==> config.mk <==
export PLATFORM = sky130hd
export DESIGN_NAME = pathCipher
export DESIGN_NICKNAME = d
export VERILOG_FILES = /design/src/common/cipherPkg.sv /design/src/common/chunkBus.sv /design/src/keystream/keystreamLane.sv /design/src/logic/chunkCombiner.sv /design/src/logic/pathCipher.sv /design/src/logic/pathSequencer.sv
export SDC_FILE = /design/constraint.sdc
export NUM_CORES = 2
export LEC_CHECK = 0
export ABC_AREA = 1
export BUFFER_PORTS_ARGS = -buffer_cell sky130_fd_sc_hd__buf_2
export CAP_MARGIN = 0
export CORE_UTILIZATION = 50
export CTS_BUF_LIST = sky130_fd_sc_hd__clkbuf_4 sky130_fd_sc_hd__clkbuf_8 sky130_fd_sc_hd__clkbuf_16
export DETAILED_ROUTE_END_ITERATION = 12
export PLACE_DENSITY = 0.67
export SLEW_MARGIN = 20
export SYNTH_ARGS = -nofsm -noshare
export SYNTH_HDL_FRONTEND = slang
export SYNTH_SLANG_ARGS = --single-unit
==> constraint.sdc <==
create_clock -name Clock -period 12.5 [get_ports Clock]
set_input_delay 1.25 -clock Clock [delete_from_list [all_inputs] [get_ports Clock]]
set_output_delay 1.25 -clock Clock [all_outputs]
set_load 0.01 [all_outputs]
==> src/common/cipherPkg.sv <==
// Shared constants for the bucket cipher datapath
// Chunk word type with lane and header views, keystream round function

package cipherPkg;

    // --------------------
    // Chunk geometry
    localparam int ChunkWidth = 128;
    localparam int LaneWidth = 64;
    localparam int LaneCount = ChunkWidth / LaneWidth;

    localparam int BucketChunks = 8;
    localparam int BucketIdxWidth = $clog2(BucketChunks);
    localparam int PathBuckets = 2;
    localparam int PathChunks = BucketChunks * PathBuckets;
    localparam int PathIdxWidth = $clog2(PathChunks);

    // --------------------
    // Keystream mixer
    localparam int MixRounds = 4;
    localparam int MixRotate = 13;

    // Sequencer register, mixer stages, combiner output register
    localparam int PipeLatency = MixRounds + 2;

    localparam logic [LaneWidth-1:0] CipherKey = {LaneWidth{1'b1}};

    // Round 0 sits in the lowest slot
    localparam logic [MixRounds-1:0][LaneWidth-1:0] RoundConst = {
        64'h9e37_79b9_7f4a_7c15,
        64'hc2b2_ae3d_27d4_eb4f,
        64'h1656_67b1_9e37_79f9,
        64'h85eb_ca77_c2b2_ae63
    };

    // One chunk word, seen either as keystream lanes or as a bucket header
    typedef union packed {
        logic [LaneCount-1:0][LaneWidth-1:0] lanes;
        struct packed {
            logic [LaneWidth-1:0] reserved;
            logic [LaneWidth-1:0] iv;
        } header;
    } chunkT;

    // Key XOR, round constant add, rotate left
    function automatic logic [LaneWidth-1:0] mixRound(
        input logic [LaneWidth-1:0] word,
        input int unsigned round
    );
        logic [LaneWidth-1:0] mixed;
        mixed = (word ^ CipherKey) + RoundConst[round];
        return (mixed << MixRotate) | (mixed >> (LaneWidth - MixRotate));
    endfunction

endpackage

==> src/common/chunkBus.sv <==
// Sequenced chunk with its header and direction tags

`timescale 1ns/10ps

interface chunkBus
    import cipherPkg::*;
();

    logic  strobe;
    chunkT chunk;
    logic  isHeader;
    // High when the chunk belongs to a path read
    logic  toBackend;

    modport sequencer (
        output strobe,
        output chunk,
        output isHeader,
        output toBackend
    );

    modport combiner (
        input strobe,
        input chunk,
        input isHeader,
        input toBackend
    );

endinterface

==> src/keystream/keystreamLane.sv <==
// One keystream lane: MixRounds-stage keyed mixer pipeline
// A valid bit travels alongside each word

`timescale 1ns/10ps

module keystreamLane
    import cipherPkg::*;
(
    input  logic                 Clock,
    input  logic                 rstN,
    input  logic [LaneWidth-1:0] seed,
    input  logic                 seedStrobe,
    output logic [LaneWidth-1:0] keyWord,
    output logic                 keyStrobe
);

    // Slot 0 is the seed, slot s+1 is the output of round s
    logic [LaneWidth-1:0] stageWord [MixRounds+1];
    logic                 stageValid [MixRounds+1];

    assign stageWord[0] = seed;
    assign stageValid[0] = seedStrobe;

    // --------------------
    // Mixer stages
    for (genvar s = 0; s < MixRounds; s++) begin : gStage

        always_ff @(posedge Clock or negedge rstN) begin
            if (!rstN) begin
                stageValid[s+1] <= 1'b0;
            end else begin
                stageValid[s+1] <= stageValid[s];
            end
        end

        // Words only move along with a valid bit
        always_ff @(posedge Clock) begin
            if (stageValid[s]) begin
                stageWord[s+1] <= mixRound(stageWord[s], s);
            end
        end

    end

    // --------------------
    // Lane output
    assign keyWord = stageWord[MixRounds];
    assign keyStrobe = stageValid[MixRounds];

endmodule

==> src/logic/chunkCombiner.sv <==
// Delay line aligning chunks with the keystream
// Lane XOR, header pass-through and output routing by direction

`timescale 1ns/10ps

module chunkCombiner
    import cipherPkg::*;
(
    input  logic                                Clock,
    input  logic                                rstN,
    chunkBus.combiner                           bus,
    input  logic [LaneCount-1:0][LaneWidth-1:0] keyWord,
    input  logic                                keyStrobe,
    output logic [ChunkWidth-1:0]               dramWriteData,
    output logic                                dramWriteStrobe,
    output logic [ChunkWidth-1:0]               backendReadData,
    output logic                                backendReadStrobe
);

    chunkT chunkPipe [MixRounds];
    logic  headerPipe [MixRounds];
    logic  toBackendPipe [MixRounds];
    logic  strobePipe [MixRounds];

    chunkT result;
    logic  resultValid;

    // --------------------
    // Delay line, MixRounds deep to meet keyStrobe
    always_ff @(posedge Clock or negedge rstN) begin
        if (!rstN) begin
            for (int s = 0; s < MixRounds; s++) begin
                strobePipe[s] <= 1'b0;
            end
        end else begin
            strobePipe[0] <= bus.strobe;
            for (int s = 1; s < MixRounds; s++) begin
                strobePipe[s] <= strobePipe[s-1];
            end
        end
    end

    always_ff @(posedge Clock) begin
        chunkPipe[0] <= bus.chunk;
        headerPipe[0] <= bus.isHeader;
        toBackendPipe[0] <= bus.toBackend;
        for (int s = 1; s < MixRounds; s++) begin
            chunkPipe[s] <= chunkPipe[s-1];
            headerPipe[s] <= headerPipe[s-1];
            toBackendPipe[s] <= toBackendPipe[s-1];
        end
    end

    // --------------------
    // Lane XOR
    always_comb begin
        for (int i = 0; i < LaneCount; i++) begin
            if (headerPipe[MixRounds-1]) begin
                result.lanes[i] = chunkPipe[MixRounds-1].lanes[i];
            end else begin
                result.lanes[i] = chunkPipe[MixRounds-1].lanes[i] ^ keyWord[i];
            end
        end
    end

    // Chunk and keystream arrive in the same cycle
    assign resultValid = strobePipe[MixRounds-1] & keyStrobe;

    // --------------------
    // Output routing
    always_ff @(posedge Clock or negedge rstN) begin
        if (!rstN) begin
            backendReadStrobe <= 1'b0;
            dramWriteStrobe <= 1'b0;
        end else begin
            backendReadStrobe <= resultValid & toBackendPipe[MixRounds-1];
            dramWriteStrobe <= resultValid & ~toBackendPipe[MixRounds-1];
        end
    end

    always_ff @(posedge Clock) begin
        if (resultValid && toBackendPipe[MixRounds-1]) begin
            backendReadData <= result;
        end
        if (resultValid && !toBackendPipe[MixRounds-1]) begin
            dramWriteData <= result;
        end
    end

endmodule

==> src/logic/pathCipher.sv <==
// Top level of the bucket cipher
// Sequencer, keystream lanes and combiner wired together

`timescale 1ns/10ps

module pathCipher
    import cipherPkg::*;
(
    input  logic                  Clock,
    input  logic                  rstN,
    input  logic [ChunkWidth-1:0] dramReadData,
    input  logic                  dramReadStrobe,
    input  logic [ChunkWidth-1:0] backendWriteData,
    input  logic                  backendWriteStrobe,
    output logic [ChunkWidth-1:0] dramWriteData,
    output logic                  dramWriteStrobe,
    output logic [ChunkWidth-1:0] backendReadData,
    output logic                  backendReadStrobe
);

    logic [LaneCount-1:0][LaneWidth-1:0] laneSeed;
    logic                                laneSeedStrobe;
    logic [LaneCount-1:0][LaneWidth-1:0] laneKeyWord;
    logic [LaneCount-1:0]                laneKeyStrobe;

    chunkBus bus ();

    pathSequencer sequencer (
        .Clock              (Clock),
        .rstN               (rstN),
        .dramReadData       (dramReadData),
        .dramReadStrobe     (dramReadStrobe),
        .backendWriteData   (backendWriteData),
        .backendWriteStrobe (backendWriteStrobe),
        .bus                (bus.sequencer),
        .seed               (laneSeed),
        .seedStrobe         (laneSeedStrobe)
    );

    // One mixer pipeline per 64-bit half
    for (genvar i = 0; i < LaneCount; i++) begin : gLane
        keystreamLane lane (
            .Clock      (Clock),
            .rstN       (rstN),
            .seed       (laneSeed[i]),
            .seedStrobe (laneSeedStrobe),
            .keyWord    (laneKeyWord[i]),
            .keyStrobe  (laneKeyStrobe[i])
        );
    end

    chunkCombiner combiner (
        .Clock             (Clock),
        .rstN              (rstN),
        .bus               (bus.combiner),
        .keyWord           (laneKeyWord),
        .keyStrobe         (&laneKeyStrobe),
        .dramWriteData     (dramWriteData),
        .dramWriteStrobe   (dramWriteStrobe),
        .backendReadData   (backendReadData),
        .backendReadStrobe (backendReadStrobe)
    );

endmodule

==> src/logic/pathSequencer.sv <==
// Input selection by path direction, chunk and path position counting
// IV capture and per-lane seed generation

`timescale 1ns/10ps

module pathSequencer
    import cipherPkg::*;
(
    input  logic                                Clock,
    input  logic                                rstN,
    input  logic [ChunkWidth-1:0]               dramReadData,
    input  logic                                dramReadStrobe,
    input  logic [ChunkWidth-1:0]               backendWriteData,
    input  logic                                backendWriteStrobe,
    chunkBus.sequencer                          bus,
    output logic [LaneCount-1:0][LaneWidth-1:0] seed,
    output logic                                seedStrobe
);

    // High on path read (DRAM to backend), low on path write
    logic                      toBackend;
    logic [PathIdxWidth-1:0]   pathIdx;
    logic [BucketIdxWidth-1:0] chunkIdx;
    logic [LaneWidth-1:0]      ivReg;

    chunkT                     inChunk;
    logic                      inStrobe;
    logic                      inHeader;
    logic                      lastOfPath;
    logic [LaneWidth-1:0]      seedBase;

    // --------------------
    // Input select
    // Only the side that is active in this direction is looked at
    assign inChunk = toBackend ? dramReadData : backendWriteData;
    assign inStrobe = toBackend ? dramReadStrobe : backendWriteStrobe;

    // Chunk index within the bucket is the low part of the path index
    assign chunkIdx = pathIdx[BucketIdxWidth-1:0];
    assign inHeader = (chunkIdx == '0);
    assign lastOfPath = (pathIdx == PathIdxWidth'(PathChunks - 1));

    // Header chunks seed from the IV arriving with them
    assign seedBase = inHeader ? inChunk.header.iv : ivReg;

    // --------------------
    // Position counting and direction
    always_ff @(posedge Clock or negedge rstN) begin
        if (!rstN) begin
            pathIdx <= '0;
            toBackend <= 1'b1;
            bus.strobe <= 1'b0;
            seedStrobe <= 1'b0;
        end else begin
            bus.strobe <= inStrobe;
            seedStrobe <= inStrobe;
            if (inStrobe) begin
                pathIdx <= pathIdx + 1'b1;
                // Flip sides once the path is complete
                if (lastOfPath) begin
                    toBackend <= ~toBackend;
                end
            end
        end
    end

    // --------------------
    // Payload registers
    always_ff @(posedge Clock) begin
        if (inStrobe) begin
            if (inHeader) begin
                ivReg <= inChunk.header.iv;
            end
            bus.chunk <= inChunk;
            bus.isHeader <= inHeader;
            bus.toBackend <= toBackend;
            // Lane i counter is chunk index times LaneCount plus i
            for (int i = 0; i < LaneCount; i++) begin
                seed[i] <= seedBase
                    + LaneWidth'(chunkIdx) * LaneWidth'(LaneCount)
                    + LaneWidth'(i);
            end
        end
    end

endmodule

After elaboration in Yosys (flattened, before gate mapping)
Memory sizes are Yosys's and may differ from the RTL's.
Cells that the tools add are included.
{"block": "op_classes", "addsub": 11, "n_eq_ne": 1, "muxes": 5, "bitwise": 22, "reduce_logical": 5}
{"operator": "NOT 64 bit", "count": 8}
{"operator": "bitwise OR 64 x 13 -> 64 bit", "count": 8}
{"operator": "adder 64 bit, second input constant", "count": 6}
{"operator": "2-to-1 mux 64 bit", "count": 3}
{"operator": "adder 64 x 61 -> 64 bit, second input constant", "count": 2}
{"operator": "2-to-1 mux 128 bit", "count": 1}
{"operator": "XOR 64 bit", "count": 2}
{"operator": "adder 64 x 1 -> 64 bit, second input constant", "count": 1}
{"operator": "adder 64 x 4 -> 64 bit", "count": 1}
{"operator": "adder 4 x 1 -> 4 bit, second input constant", "count": 1}
{"operator": "== test 4 bit, second input constant", "count": 1}
{"operator": "logical NOT 3 bit", "count": 1}
{"operator": "AND 1 bit", "count": 2}
{"operator": "logical AND 1 bit", "count": 2}
{"operator": "NOT 1 bit", "count": 2}
{"operator": "AND reduction 2 bit", "count": 1}
{"operator": "logical NOT 1 bit", "count": 1}
{"operator": "2-to-1 mux 1 bit", "count": 1}
{"block": "totals", "regBits": 1102, "mem_bits_rw": 520, "inputBits": 260, "output_inout_bits": 258, "memories": 3}
{"name": "combiner.chunkPipe", "depth": 4, "word_bits": 128, "read_ports": 4, "rd_ports_with_merged_regs": 0, "write_ports": 4, "line_no": "chunkCombiner.sv:20", "rtl": "chunkT chunkPipe [MixRounds];"}
{"name": "combiner.headerPipe", "depth": 4, "word_bits": 1, "read_ports": 4, "rd_ports_with_merged_regs": 0, "write_ports": 4, "line_no": "chunkCombiner.sv:21", "rtl": "logic headerPipe [MixRounds];"}
{"name": "combiner.toBackendPipe", "depth": 4, "word_bits": 1, "read_ports": 4, "rd_ports_with_merged_regs": 0, "write_ports": 4, "line_no": "chunkCombiner.sv:22", "rtl": "logic toBackendPipe [MixRounds];"}

Logic depth before layout (Yosys ltp)
{"block": "depth", "word_depth": 4, "depth_mapped": 34, "ltp_nobuf": 30}

Modules after synthesis
A second synthesis with hierarchy kept.
{"block": "unflattened", "cells_unflattened": 10974, "area_unflattened_um2": 85010.3}
{"mod": "keystreamLane at gLane[1].lane", "instances": 1, "cells_each": 3575, "area_per_inst_um2": 22634.2, "seq_area_each_um2": 7787.5}
{"mod": "keystreamLane at gLane[0].lane", "instances": 1, "cells_each": 3579, "area_per_inst_um2": 22576.7, "seq_area_each_um2": 7787.5}
{"mod": "chunkCombiner", "instances": 1, "cells_each": 1583, "area_per_inst_um2": 21561.9, "seq_area_each_um2": 18247.5}
{"mod": "pathSequencer", "instances": 1, "cells_each": 2235, "area_per_inst_um2": 18230.0, "seq_area_each_um2": 9790.6}
{"mod": "pathCipher", "instances": 1, "cells_each": 2, "area_per_inst_um2": 7.5, "seq_area_each_um2": 0.0}

Least setup slack after synthesis
No wires, ideal clock.
{"block": "synth_path", "path_kind": "input to register", "startpoint": "input port backendWriteStrobe", "endpoint": "register sequencer.pathIdx[3]", "setup_time_ns": 0.119, "arrival_ns": 9.225, "required_ns": 12.381, "path_slack_ns": 3.156, "path_stages": 4, "path_cell_list": "nand2_1 -> nand2_1 -> nand4_1 -> xnor2_1"}
{"block": "synth_via", "elab_chain_len": 1}
{"element": "start, declared", "line_no": "pathCipher.sv:14", "rtl": "input logic backendWriteStrobe,"}
{"element": "2-to-1 mux 1 bit", "line_no": "pathSequencer.sv:36", "rtl": "assign inStrobe = toBackend ? dramReadStrobe : backendWriteStrobe;"}
{"element": "via sequencer.inStrobe", "line_no": "pathSequencer.sv:27", "rtl": "logic inStrobe;"}
{"element": "end signal, assigned", "line_no": "pathSequencer.sv:58", "rtl": "pathIdx <= pathIdx + 1'b1;"}
{"element": "end, declared", "line_no": "pathSequencer.sv:22", "rtl": "logic [PathIdxWidth-1:0] pathIdx;"}
The timed path passes the listed nets, and every way through them passes these cells.
A chain may end at the register's enable or synchronous reset.

Worst setup path in the final report
{"block": "layout_path", "startpoint": "register sequencer.toBackend", "endpoint": "register, netlist name sequencer.seed[110]"}
{"block": "layout_via", "elab_chain_len": 4}
{"element": "start, declared", "line_no": "pathSequencer.sv:21", "rtl": "logic toBackend;"}
{"element": "start signal, assigned", "line_no": "pathSequencer.sv:61", "rtl": "toBackend <= ~toBackend;"}
{"element": "2-to-1 mux 128 bit", "line_no": "pathSequencer.sv:35", "rtl": "assign inChunk = toBackend ? dramReadData : backendWriteData;"}
{"element": "2-to-1 mux 64 bit", "line_no": "pathSequencer.sv:44", "rtl": "assign seedBase = inHeader ? inChunk.header.iv : ivReg;"}
{"element": "via sequencer.seedBase[1]", "line_no": "pathSequencer.sv:30", "rtl": "logic [LaneWidth-1:0] seedBase;"}
{"element": "adder 64 x 4 -> 64 bit", "line_no": "pathSequencer.sv:80", "rtl": "+ LaneWidth'(chunkIdx) * LaneWidth'(LaneCount)"}
{"element": "adder 64 x 1 -> 64 bit", "line_no": "pathSequencer.sv:81", "rtl": "+ LaneWidth'(i);"}
The timed path passes the listed nets, and every way through them passes these cells.

==> flow_metrics.py <==
metrics = {
    "power_and_ir_drop": {
        "ir_drop_uv": 180,
        "power.density_nw_per_um2": 320,
        "leakage_nw": 35.5,
    },
    "drt": {
        "routed_wirelength_mm": 232,
        "num_vias": 55460,
        "remaining_drc_errors": 0,
        "wl_per_cell_um": 22.2,
        "drtIter0Drc": 5606,
        "viasPerCell": 5.30,
        "drtPass1Iterations": 6,
        "postRouteAntennaNets": 0,
    },
    "clock_network": {
        "clockRootBuffer": "clkbuf_16",
        "insertion_delay_ns": 0.83,
        "tritoncts": "yes",
        "cts_buffers": 162,
        "cts.sinks": 1621,
        "htree_levels": 4,
        "cts_setup_buffers": 0,
        "cts_resized": 0,
        "clock_path_buffers": 3,
        "cts.hold.buffers_added": 0,
        "clk_pin_slew_ns": 0.06,
    },
    "min_path": {
        "hold_class": "reg2reg",
        "holdPathStages": 0,
    },
    "yosys": {
        "syn_inst": 7769,
        "synth.cell_area_um2": 73300,
        "synth_seq_cells": 1621,
        "avgSynthCellArea_um2": 9.43,
        "yosysSeqAreaShare_pct": 59.2,
        "async_flop_share_pct": 0.740,
        "yosysWarnings": 0,
        "synthesis.nets": 8044,
        "synth_edf_count": 1089,
        "ys_types": 65,
        "synth_flop_cell": "edfxtp_1",
    },
    "place": {
        "dp_cells": 10156,
        "placed_area_um2": 78000,
        "port_buffers": 517,
        "hpwl_mm": 187,
        "gp_congestion": 1.01,
    },
    "timing": {
        "fin_setup_tns_ns": 0,
        "max-slew-margin-rel_pct": 25.5,
        "tightest_slew_ns": 1.11,
        "fin_crit_sh_pct": 48.8,
        "final_max_slew_viol_count": 0,
        "setup_viol": 0,
        "hold_ws_ns": 0.303,
        "rsz0062_at_grt": "no",
        "fin_skew_ns": 0.0867,
        "max_freq_mhz": 164,
        "finalHoldViolations": 0,
        "fin_crit_ns": 6.10,
    },
    "layout": {
        "synthToLayoutAreaGrowth_pct": 14.3,
        "fin_area_um2": 83700,
        "nNetsFinal": 8678,
        "drive_gt1_share_pct": 12.7,
        "fillers": 12646,
        "layout.cells.non_filler": 10461,
    },
    "global_routing": {
        "grtUsageTotal_pct": 30.9,
        "grt_pass1_vias": 52295,
        "grt_max_degree": 138,
        "grt_pass1_wl_mm": 334,
        "gr-total-overflow": 0,
        "antenna_found_initial": 14,
    },
    "floorplanning": {
        "row_count": 140,
        "start_util_pct": 50.3,
        "core_um2": 146000,
        "io_pins": 518,
        "fp.dieH_um": 385,
        "die_w_um": 385,
        "die_area_um2": 148000,
    },
    "status": {
        "status": "completed",
    },
    "critical_path": {
        "start_kind": "register",
        "path_buf_inv": 2,
        "worstPathArrival_ns": 6.67,
        "crit_chain": "buf_4 -> nand2_1 -> a31oi_1 -> ha_1 -> inv_1 -> fa_1 -> nand2_1 -> nand2_1 -> nor2_1 -> nand3_1 -> nor2_1 -> nand3_2 -> nor2_2 -> nand2_1 -> nor3_2 -> nand2_2 -> nor2_4 -> nand2_2 -> o21ai_1 -> nand2_1",
        "worstRegToRegCells": 20,
        "path_delay_family": "simple AND/OR/NAND/NOR gates",
        "crit_type": "reg2reg",
        "cp.required_ns": 13.07,
        "endpoint_kind": "register",
        "cp_slowest_cell": "dfstp_4",
        "cp_num_cells": 20,
        "cp_max_fo": 69,
        "timing.critical_path.slowest_cell_delay_ns": 1.01,
        "cpMostUsedCell": "nand2_1",
    },
    "flow_run": {
        "drv_cap": 0,
    },
}
==> cell type report <==
cell class / instances / area, um^2 / share of cell area [%]
clock inverter: 71 / 798 / 0.953
timing repair buffer: 537 / 2750 / 3.28
inverter: 1081 / 4070 / 4.86
clock buffer: 232 / 4870 / 5.82
tap: 1917 / 2400 / 2.86
sequential: 1621 / 43400 / 51.9
multi-input combinational: 5000 / 25400 / 30.3
antenna: 2 / 5.00 / 0.00598
==> worst reg2reg max path, cell delays in order (launching register included) <==
cell	delay, ns
dfstp_4	1.01
buf_4	0.68
nand2_1	0.26
a31oi_1	0.56
ha_1	0.37
inv_1	0.08
fa_1	0.38
nand2_1	0.08
nand2_1	0.15
nor2_1	0.34
nand3_1	0.13
nor2_1	0.37
nand3_2	0.23
nor2_2	0.17
nand2_1	0.13
nor3_2	0.32
nand2_2	0.14
nor2_4	0.16
nand2_2	0.10
o21ai_1	0.14
nand2_1	0.06
==> per-layer routing <==
metal	share of wire (%)	vias up	routed length (um)	track usage [%]
li1	-	26527	-	-
met1	44	26512	102000	43.4
met2	46	2056	107000	49.5
met3	6.7	365	15500	4.29
met4	3.3	0	7560	9.88
met5	0	-	0	0
==> report_power, final <==
group / switching [W] / leakage (nW) / internal [W]
clock: 0.00213 / 2.83 / 0.00287
sequential: 0.00198 / 15.0 / 0.00945
combinational: 0.00759 / 17.7 / 0.00280
==> per-stage QoR <==
stage	utilization, %	power (W)	setup WS [ns]
finish	57.5	0.0268	6.40
global route	57.5	0.0283	6.12
CTS	57.5	0.0269	6.42
detailed placement	53.6	0.0218	6.40
global placement	53.6	0.0217	6.63
floorplan	-	0.0173	3.16
==> cells in the final DEF (no fill, tap or decap), types with 17 or more instances in the layout <==
master	Yosys	final
a21boi_0	27	27
a21oi_1	226	226
a31oi_1	52	52
buf_2	6	517
buf_4	11	19
clkbuf_16	0	169
clkbuf_4	0	36
clkbuf_8	0	27
clkinv_2	1	31
dfxtp_1	520	520
edfxtp_1	1089	1089
inv_1	1061	1059
inv_2	18	17
nand2_1	1888	1887
nand2_2	100	100
nand3_1	333	333
nand4_1	95	95
nor2_1	954	953
nor2_2	53	53
nor2_4	32	33
nor3_1	130	130
nor4_1	36	36
o211ai_1	18	18
o21ai_0	224	224
o21bai_1	22	22
xnor2_1	97	97
xor2_1	557	557
==> logic make-up after synthesis <==
logic type,count (synthesis),share of synthesized area [%]
and+or+nand+nor,3676,21.4
DFF,1621,59.2
buffers and inverters,1148,6.11
xor gates and xnor gates,655,7.84
AOI/OAI and AO/OA,654,5.11
adders and majority gates,15,0.266
==> registers in the layout (all words and copies together), names as in the netlist, 64 cells and up <==
register                  cells
combiner.backendReadData    128
combiner.chunkPipe          512
combiner.dramWriteData      128
gLane.lane.keyWord          128
gLane.lane.stageWord        384
sequencer.bus.chunk         128
sequencer.ivReg              64
sequencer.seed              127
==> Yosys cell counts, types with 13 or more instances <==
master    instances  area share (%)
xor2_1          557             6.7
ha_1             14            0.24
dfxtp_1         520              14
nand2_1        1888             9.7
nor3_1          130            0.89
nand4_1          95            0.81
buf_6            16            0.25
xnor2_1          97             1.2
nor2_2           53            0.45
o21ai_0         224             1.5
nor4_1           36            0.31
clkbuf_1         30            0.15
nand2_4          13            0.20
nor2_4           32            0.49
a21boi_0         27            0.28
edfxtp_1       1089              45
nor2_1          954             4.9
o211ai_1         18            0.18
o22ai_1          14            0.12
a31oi_1          52            0.44
a21oi_1         226             1.5
inv_1          1061             5.4
nand2_2         100            0.85
o21bai_1         22            0.23
inv_2            18           0.092
nand3_1         333             2.3
==> path summary, 6_finish.rpt <==
kind | end | slack (ns) | start
setup / recovery | sequencer.seed[110] | 6.40 | sequencer.toBackend
hold / removal | combiner.toBackendPipe[3] | 0.30 | combiner.toBackendPipe[2]
setup reg to reg | sequencer.seed[110] | 6.40 | sequencer.toBackend
hold reg to reg | combiner.toBackendPipe[3] | 0.30 | combiner.toBackendPipe[2]
max in group asynchronous | combiner.strobePipe[1] | 11.74 | rstN
min in group asynchronous | combiner.dramWriteStrobe | 0.37 | rstN
(Power assumes the default switching activity.)
